File: config.mk
export PLATFORM = sky130hd
export DESIGN_NAME = booth_multiplier
export DESIGN_NICKNAME = d
export VERILOG_FILES = /design/src/source/booth_pkg.sv /design/src/source/booth_ctrl_if.sv /design/src/source/booth_multiplier.sv /design/src/source/booth_datapath.sv /design/src/source/booth_controller.sv
export SDC_FILE = /design/constraint.sdc
export NUM_CORES = 1
export LEC_CHECK = 0
export ABC_AREA = 0
export BUFFER_PORTS_ARGS = -buffer_cell sky130_fd_sc_hd__buf_4
export CORE_MARGIN = 2
export CORE_UTILIZATION = 45
export DETAILED_ROUTE_END_ITERATION = 7
export PLACE_DENSITY_LB_ADDON = 0.05
export SYNTH_ARGS = -nofsm -noshare
export SYNTH_HDL_FRONTEND = slang
export SYNTH_SLANG_ARGS = --single-unit
File: constraint.sdc
create_clock -name clk -period 3.4 [get_ports clk]
set_input_delay 0.51 -clock clk [delete_from_list [all_inputs] [get_ports clk]]
set_output_delay 0.51 -clock clk [all_outputs]
set_load 0.005 [all_outputs]
File: src/source/booth_pkg.sv
package booth_pkg;

    // Controller state
    typedef enum logic {
        IDLE = 1'b0,                        // Waiting for start
        RUN  = 1'b1                         // One Booth step per clock
    } booth_state_t;

    // Operation applied to the accumulator in one iteration
    typedef enum logic [1:0] {
        BOOTH_NOP = 2'b00,                  // Pair 00 or 11, shift only
        BOOTH_SUB = 2'b01,                  // Pair 10, A minus M
        BOOTH_ADD = 2'b10                   // Pair 01, A plus M
    } booth_op_t;

    // Radix-2 recoding of the q0, q_1 pair
    function automatic booth_op_t booth_decode(
        input logic q0,                     // Multiplier LSB
        input logic q_1                     // Bit shifted out last step
    );
        case ({q0, q_1})
            2'b10:   return BOOTH_SUB;      // Start of a run of ones
            2'b01:   return BOOTH_ADD;      // End of a run of ones
            default: return BOOTH_NOP;      // Inside a run
        endcase
    endfunction

endpackage
File: src/source/booth_ctrl_if.sv
interface booth_ctrl_if
    import booth_pkg::*;
#(
    parameter int WIDTH = 8                 // Operand width, sets the iteration count
) (
    input logic clk,                        // Clock for the checks below
    input logic rst_n                       // Active-low reset
);

    logic      load;                        // Capture operands, preset counter
    logic      iterate;                     // One Booth step this cycle
    booth_op_t op;                          // Add, subtract or shift only
    logic      finish;                      // Last step, write product
    logic      q0;                          // Q register LSB
    logic      q_1;                         // Extra bit below Q
    logic      count_done;                  // Counter at one, last step

    modport ctrl (
        output load, iterate, op, finish,
        input  q0, q_1, count_done
    );

    modport dp (
        input  load, iterate, op, finish,
        output q0, q_1, count_done
    );

    // A load is followed by exactly WIDTH steps, finish only on the last one
    a_step_count: assert property (@(posedge clk) disable iff (!rst_n)
        load |=> (iterate && !finish) [*WIDTH-1] ##1 (iterate && finish) ##1 !iterate);

endinterface

File: src/source/booth_multiplier.sv
module booth_multiplier #(
    parameter int WIDTH = 8                 // Operand width
) (
    input  logic                      clk,           // Clock
    input  logic                      rst_n,         // Async reset, active low
    input  logic                      start,         // Start strobe
    input  logic signed [WIDTH-1:0]   multiplicand,  // Sampled with start
    input  logic signed [WIDTH-1:0]   multiplier,    // Sampled with start
    output logic signed [2*WIDTH-1:0] product,       // Signed result
    output logic                      busy,          // Operation in progress
    output logic                      done           // Result valid pulse
);

    // Control and status between the FSM and the datapath
    booth_ctrl_if #(
        .WIDTH (WIDTH)
    ) ctl_if (
        .clk   (clk),
        .rst_n (rst_n)
    );

    // IDLE/RUN sequencer
    booth_controller i_ctrl (
        .clk   (clk),
        .rst_n (rst_n),
        .start (start),
        .busy  (busy),
        .ctl   (ctl_if.ctrl)
    );

    // Registers, add/sub, shift, counter
    booth_datapath #(
        .WIDTH (WIDTH)
    ) i_dp (
        .clk          (clk),
        .rst_n        (rst_n),
        .multiplicand (multiplicand),
        .multiplier   (multiplier),
        .product      (product),
        .done         (done),
        .dp           (ctl_if.dp)
    );

endmodule

File: src/source/booth_datapath.sv
module booth_datapath
    import booth_pkg::*;
#(
    parameter int WIDTH = 8                 // Operand width
) (
    input  logic                      clk,           // Clock
    input  logic                      rst_n,         // Async reset, active low
    input  logic signed [WIDTH-1:0]   multiplicand,  // Taken into M on load
    input  logic signed [WIDTH-1:0]   multiplier,    // Taken into Q on load
    output logic signed [2*WIDTH-1:0] product,       // Held until the next done
    output logic                      done,          // One-cycle pulse
    booth_ctrl_if.dp                  dp             // Strobes in, status out
);

    localparam int CW = $clog2(WIDTH) + 1;  // Counter has to hold WIDTH itself

    // A and M carry a guard bit so A minus M cannot wrap for M most negative
    logic signed [WIDTH:0]     a_reg;       // Accumulator
    logic signed [WIDTH:0]     m_reg;       // Multiplicand, sign extended
    logic        [WIDTH-1:0]   q_reg;       // Multiplier, low product half
    logic                      q_1_reg;     // Bit below Q
    logic        [CW-1:0]      cnt;         // Steps left
    logic signed [WIDTH:0]     a_op;        // A after add or subtract
    logic signed [2*WIDTH+1:0] shift_in;    // {A, Q, Q_1} before shift
    logic signed [2*WIDTH+1:0] shift_out;   // Arithmetic right shift by one

    // Add or subtract M per recoded pair
    always_comb begin
        case (dp.op)
            BOOTH_ADD: a_op = a_reg + m_reg;
            BOOTH_SUB: a_op = a_reg - m_reg;
            default:   a_op = a_reg;        // Shift only
        endcase
    end

    assign shift_in  = {a_op, q_reg, q_1_reg};
    assign shift_out = shift_in >>> 1;      // Sign of A is replicated

    // Operand and partial product registers
    always_ff @(posedge clk) begin
        if (dp.load) begin
            a_reg   <= '0;                  // Fresh accumulator
            m_reg   <= {multiplicand[WIDTH-1], multiplicand};
            q_reg   <= multiplier;
            q_1_reg <= 1'b0;                // Implied zero below LSB
        end else if (dp.iterate) begin
            a_reg   <= shift_out[2*WIDTH+1:WIDTH+1];
            q_reg   <= shift_out[WIDTH:1];
            q_1_reg <= shift_out[0];        // Old q0
        end
    end

    // Iteration counter
    always_ff @(posedge clk or negedge rst_n) begin
        if (!rst_n) begin
            cnt <= '0;
        end else if (dp.load) begin
            cnt <= CW'(WIDTH);              // One step per multiplier bit
        end else if (dp.iterate) begin
            cnt <= cnt - 1'b1;
        end
    end

    assign dp.count_done = (cnt == CW'(1)); // Current step is the last
    assign dp.q0         = q_reg[0];
    assign dp.q_1        = q_1_reg;

    // Result register and done strobe
    always_ff @(posedge clk or negedge rst_n) begin
        if (!rst_n) begin
            product <= '0;
            done    <= 1'b0;
        end else begin
            done <= dp.finish;              // Visible the cycle after last step
            if (dp.finish) begin
                product <= shift_out[2*WIDTH:1];  // Low 2W bits of {A, Q}
            end
        end
    end

    // Counter stays in range
    a_cnt_range: assert property (@(posedge clk) disable iff (!rst_n)
        cnt <= CW'(WIDTH));

    // Done is a single-cycle pulse
    a_done_pulse: assert property (@(posedge clk) disable iff (!rst_n)
        done |=> !done);

endmodule

File: src/source/booth_controller.sv
module booth_controller
    import booth_pkg::*;
(
    input  logic        clk,                // Clock
    input  logic        rst_n,              // Async reset, active low
    input  logic        start,              // Start strobe, sampled in IDLE only
    output logic        busy,               // High while stepping
    booth_ctrl_if.ctrl  ctl                 // Control to datapath, status back
);

    booth_state_t state;                    // Current state
    booth_state_t next_state;               // State for next edge
    booth_op_t    step_op;                  // Recoded operation this cycle

    // State register
    always_ff @(posedge clk or negedge rst_n) begin
        if (!rst_n) begin
            state <= IDLE;                  // Come up idle
        end else begin
            state <= next_state;            // Advance
        end
    end

    // Recoding from the live datapath bits
    assign step_op = booth_decode(ctl.q0, ctl.q_1);

    // Next state and strobes
    always_comb begin
        case (state)
            IDLE: begin
                if (start) begin
                    next_state  = RUN;      // Operands taken this edge
                    ctl.load    = 1'b1;     // Capture M and Q
                    ctl.iterate = 1'b0;     // No step yet
                    ctl.op      = BOOTH_NOP;
                    ctl.finish  = 1'b0;
                end else begin
                    next_state  = IDLE;     // Keep waiting
                    ctl.load    = 1'b0;
                    ctl.iterate = 1'b0;
                    ctl.op      = BOOTH_NOP;
                    ctl.finish  = 1'b0;
                end
            end
            RUN: begin
                if (ctl.count_done) begin
                    next_state  = IDLE;     // Last step done at this edge
                    ctl.load    = 1'b0;     // Start is ignored in RUN
                    ctl.iterate = 1'b1;     // Final step
                    ctl.op      = step_op;
                    ctl.finish  = 1'b1;     // Product written, done next cycle
                end else begin
                    next_state  = RUN;      // More steps to go
                    ctl.load    = 1'b0;
                    ctl.iterate = 1'b1;     // Step every RUN cycle
                    ctl.op      = step_op;  // Add, sub or shift only
                    ctl.finish  = 1'b0;
                end
            end
            default: begin
                next_state  = IDLE;         // Recover from a bad encoding
                ctl.load    = 1'b0;
                ctl.iterate = 1'b0;
                ctl.op      = BOOTH_NOP;
                ctl.finish  = 1'b0;
            end
        endcase
    end

    assign busy = (state == RUN);           // Registered state, no glitches

    // No datapath step outside RUN
    a_no_iter_idle: assert property (@(posedge clk) disable iff (!rst_n)
        (state == IDLE) |-> !ctl.iterate);

    // Finish only on the step the counter marks as last
    a_finish_last: assert property (@(posedge clk) disable iff (!rst_n)
        ctl.finish |-> ctl.count_done);

    // A start during RUN must not reload the operands
    a_no_load_run: assert property (@(posedge clk) disable iff (!rst_n)
        (state == RUN) |-> !ctl.load);

endmodule

-- Word-level counts from Yosys, hierarchy flattened
Cells that the tools add are included.
- bits in registers: 47
- latch bits: 0
- memory bits (writable): 0
- memory bits (read-only): 0
- bits of input ports: 19
- output and inout port bits: 18
- logic and storage cells: 32
- memories kept: 0
- $add $sub $neg: 3
- $mul: 0
- div/mod/pow operators: 0
- order comparisons: 0
- equal/unequal tests: 5
- shifts and indexed selects: 0
- multiplexer cells: 14
- bitwise operators: 1
- reductions and logical operators: 1
- operator list (operator ; count):
    $pmux W9 S2 ; 1
    $mux W8 ; 2
    $add A8 B8 Y9 ; 1
    $sub A8 B8 Y9 ; 1
    $mux W4 ; 2
    $pmux W1 S2 ; 4
    $pmux W2 S2 ; 2
    $eq A2 B1 Y1 const B ; 2
    $eq A2 B2 Y1 const B ; 2
    $eq A4 B1 Y1 const B ; 1
    $sub A4 B1 Y4 const B ; 1
    $mux W1 ; 3
    $reduce_bool A2 Y1 ; 1
    $not A1 Y1 ; 1

-- Depth between registers and ports, before layout
- word-level depth: 7
- depth in mapped cells: 14
- gate-level depth less buffers: 11

-- Modules after synthesis
Synthesis repeated with hierarchy kept, for this count alone.
- cell total of the unflattened synthesis: 229
- area, all modules: 2506.2 µm²
- by module, submodules not included (module ; instances ; cells each ; area an instance (µm²) ; sequential area each (µm²)):
    booth_datapath ; 1 ; 220 ; 2428.6 ; 1186.1
    booth_controller ; 1 ; 9 ; 77.6 ; 25.0

-- Least setup slack after synthesis
Ideal clock, no wire load.
- path type: flip-flop to flip-flop
- from: register i_ctrl.state (netlist: i_ctrl.busy)
- to: register i_dp.product[14]
- setup time: 0.122 ns
- arrival: 2.750 ns
- data required time: 3.278 ns
- slack: 0.529 ns
- cell stages (with the launch flop): 15
- buffers on the path: 3
- clock period less this slack: 2.871 ns
- cells stage by stage: dfrtp_1 -> buf_2 -> clkbuf_1 -> nand3b_1 -> ha_1 -> buf_2 -> a21oi_1 -> xnor2_1 -> ha_1 -> a21o_1 -> a21oi_1 -> nor2b_2 -> a311oi_2 -> mux2i_1 -> nand2_1
- word-level cells in the longest chain between the ends: 4
- elaborated cells between the ends (all ways): 6
- those cells by class: eq/ne (2); mux (3); bitwise (1)
- RTL lines (item ; RTL line ; source):
    start, declared ; booth_controller.sv:11 ; booth_state_t state;
    start signal, assigned ; booth_controller.sv:20 ; state <= next_state;
    $not A1 Y1 ; -- ;
    $pmux W2 S2 ; booth_controller.sv:29 ; case (state)
    $eq A2 B1 Y1 or $eq A2 B2 Y1 (tied branches) ; booth_datapath.sv:29 ; case (dp.op)
    $pmux W9 S2 ; booth_datapath.sv:29 ;
    end signal, assigned ; booth_datapath.sv:76 ; product <= shift_out[2*WIDTH:1];
    end, declared ; booth_datapath.sv:10 ; output logic signed [2*WIDTH-1:0] product,
Several ways; a longest one is shown, not always the timed one.
A chain may end at the register's enable or synchronous reset.

-- Worst setup path after layout
Ends and elaborated chain as after synthesis.

==> summary.txt <==
Critical path
  • Worst path max stage delay: approximately 0.54 ns
  • Crit-path leading delay family: adder cells
  • Slowest cell on crit path: dfrtp_1
  • CP startpoint kind: register
  • Worst r2r src: i_ctrl.busy$_DFF_PN0_
  • Critical path data required time: 3.60 ns
  • Worst reg2reg endpoint: i_dp.product[14]$_DFFE_PN0P_
  • Crit path capture type: register
  • Crit path DAT: between 3 and 4 ns
  • Worst-path maximum fanout: 10
  • Worst path bufs/invs: 0
  • Worst reg-to-reg path cell count: 10
  • Reg2reg setup slack: between 0.5 and 0.6 ns
  • Crit Path Category: register to register
  • Critical path, cell by cell: and3b_1 > ha_1 > mux2i_1 > ha_1 > nor2b_2 > o21ai_2 > a21oi_2 > a311oi_2 > mux2i_1 > nand2_1

Drt
  • DR pass1 iterations: 4
  • Vias: 1721
  • Post-route DRC: 0
  • Vias per inst: 5.05
  • Drt wl/cell: between 10 and 15 um
  • Drt first-iter violations: 63
  • Antenna Nets Post-Route: 0
  • Drt total wl: 4660 um

STA
  • Final min period: about 2.9 ns
  • Final hold violation count: 0
  • Post-Route Setup TNS: 0 ns
  • Final Skew: slightly below 0.004 ns
  • RSZ-0062 raised after global routing: no
  • Final setup vio count: 0
  • Hold Worst Slack: around 0.076 ns
  • Max Clock Freq: ~350 MHz
  • Worst rel slew slack: 0.570
  • Final WS setup: between 0.5 and 0.6 ns
  • Period Utilization, post-route: 0.845
  • Worst Tran Pin Value: 0.645 ns
  • Fin. max-slew vios: 0

Floorplan
  • Total core area: around 5200 um2
  • Chip Width: a little under 80 um
  • Die height: around 78 um
  • Die area: between 6000 and 7000 um2
  • Rows: 26
  • Starting density of the core: 0.474
  • IO Count: 37

CTS
  • Root Driver: clkbuf_8
  • Reg clk slew, reported paths: around 0.09 ns
  • H-tree depth: 2
  • TritonCTS clock tree: done
  • Clock Path Buffers: 2
  • Post-cts sizing count: 0
  • Clock sink count: 47
  • Setup repair bufs after CTS: 0
  • CTS Buf Count: 5
  • Worst-skew pair later-pin latency: around 0.3 ns
  • # hold bufs at CTS: 0

Logic synthesis
  • Post-synthesis register bit count: 47
  • Number of flops mapped to enable cells by yosys: 16
  • Avg Cell Area, Syn: around 10 um2
  • Syn Inst Count: 235
  • Seq/Total Area, Yosys: 0.494
  • Ys async rst share: 0.468
  • Synth Cell Area: 2450 um2
  • Cell taking the most area after synthesis: dfrtp_1
  • Synthesized Nets: ~270
  • Ys flop type: dfrtp_1
  • Post-synth cell types: between 40 and 50
  • Synth top area share: 0.225
  • Synth top area cells: dfrtp_1 22%, edfxtp_1 20%, dfxtp_1 7.4%
  • Syn. warnings: 0

Final layout
  • Count of nets after finishing: a little over 300
  • Layout cells sized above 1: 0.214
  • P&R area growth vs syn: 17.2%
  • Max FFs per register: 16
  • Post-layout util: 0.555
  • Most flops, register: i_dp.product
  • Number of diodes: 0
  • Final cell count without fillers: roughly 340

Placement
  • IO buf count: 36
  • Setup WS pre-CTS: about 0.54 ns
  • Routability cong.: between 0.7 and 0.8
  • Post-DP HPWL: approximately 3300 um
  • Cells after DPL: ~330

GRT
  • Tot GR Track Use: 0.170
  • Initial antenna violation count: 0
  • Largest net degree at the start of global routing: 24
  • Remaining Overflow, GRT: 0
  • First-pass GRT wire length: roughly 8000 um
  • Vias in the first global route: between 1500 and 2000

Flow run
  • Max cap viols: 0

Power
  • Pwr/cell area: between 1000 and 1500 nW/um2
  • Leakage: 1.31 nW
  • Peak supply drop: 0.000454 V

Hold path
  • Worst Hold Class: input pin to asynchronous set/reset pin

Outcome
  • Status: finished, final reports clean
[layout by cell type (no fill, tap or decap), drive strengths merged]
| master | n |
|---|---|
| dfxtp | 9 |
| a31oi | 2 |
| xnor2 | 12 |
| dfrtp | 22 |
| mux2i | 6 |
| nor3b | 2 |
| nor2b | 5 |
| xor2 | 3 |
| clkinvlp | 1 |
| a41oi | 1 |
| inv | 12 |
| buf | 39 |
| a2bb2oi | 1 |
| edfxtp | 16 |
| nand3b | 2 |
| and3 | 2 |
| nand3 | 3 |
| mux2 | 10 |
| a311oi | 1 |
| ha | 12 |
| and3b | 1 |
| a22o | 2 |
| nor3 | 5 |
| nand2b | 5 |
| or4b | 1 |
| nor2 | 13 |
| clkbuf | 6 |
| a21o | 3 |
| fa | 1 |
| nand2 | 42 |
| nand4b | 1 |
| o31ai | 3 |
| o21ai | 12 |
| a32oi | 2 |
| a21oi | 13 |
[cell usage after synthesis (all sizes together) (6+ instances only)]
cell type,n
a21oi,13
inv,11
dfxtp,9
nor2,13
ha,12
edfxtp,16
dfrtp,22
mux2i,6
o21ai,12
nand2,42
mux2,10
clkbuf,6
xnor2,12
[worst max-delay path by stage]
stage / from / cells past startpoint / slack (ns) / to
floorplan: i_ctrl.busy$_DFF_PN0_ / 14 / 0.53 / i_dp.product[14]$_DFFE_PN0P_
global placement: i_ctrl.busy$_DFF_PN0_ / 11 / 0.60 / i_dp.product[14]$_DFFE_PN0P_
detailed placement: i_ctrl.busy$_DFF_PN0_ / 10 / 0.54 / i_dp.product[14]$_DFFE_PN0P_
CTS: i_ctrl.busy$_DFF_PN0_ / 10 / 0.52 / i_dp.product[14]$_DFFE_PN0P_
global route: i_ctrl.busy$_DFF_PN0_ / 10 / 0.27 / i_dp.product[14]$_DFFE_PN0P_
finish: i_ctrl.busy$_DFF_PN0_ / 10 / 0.53 / i_dp.product[14]$_DFFE_PN0P_
[where the power goes]
group / internal (W) / leakage (nW) / switching (W) / total (W)
clock: 0.000148 / 0.0418 / 0.000203 / 0.000351
combinational: 0.000846 / 0.760 / 0.000908 / 0.00175
sequential: 0.000852 / 0.510 / 0.000164 / 0.00102
total: 0.00185 / 1.31 / 0.00128 / 0.00312
[final cells by class]
cell class / count / area, um2
multi-input combinational: 166 / 1150
clock buffer: 6 / 72.6
clock inverter: 2 / 16.3
sequential: 47 / 1210
inverter: 11 / 41.3
timing repair buffer: 39 / 293
tap: 70 / 87.6
fill: 438 / 2300
[metal layers]
layer | part of all wire | track usage | vias up
li1 | - | - | 882
met1 | 0.49 | 0.236 | 807
met2 | 0.46 | 0.254 | 24
met3 | 0.030 | 0.0453 | 8
met4 | 0.017 | 0.0643 | 0
met5 | 0 | 0 | -
[cell families after synthesis]
family / after synthesis / synth area share
DFF: 47 / 0.494
xor gates and xnor gates: 15 / 0.0536
AOI/OAI and AO/OA: 40 / 0.107
and+or+nand+nor: 82 / 0.164
buffers and inverters: 22 / 0.0362
adders and majority gates: 13 / 0.0694
muxes: 16 / 0.0755
[worst register-to-register path, delay by kind of cell (launching register included)]
family	cells	cell delay, ns
DFF	1	0.54
AOI/OAI and AO/OA	3	0.60
adders and majority gates	2	0.62
and+or+nand+nor	3	0.42
muxes	2	0.59
[through the flow]
| step | area [um2] | total power, W |
|---|---|---|
| global route | 2870 | 0.00343 |
| floorplan | 2450 | 0.00237 |
| CTS | 2870 | 0.00316 |
| detailed placement | 2780 | 0.00280 |
| finish | 2870 | 0.00312 |
| global placement | 2780 | 0.00278 |
Power figures use the tool's default switching activity.
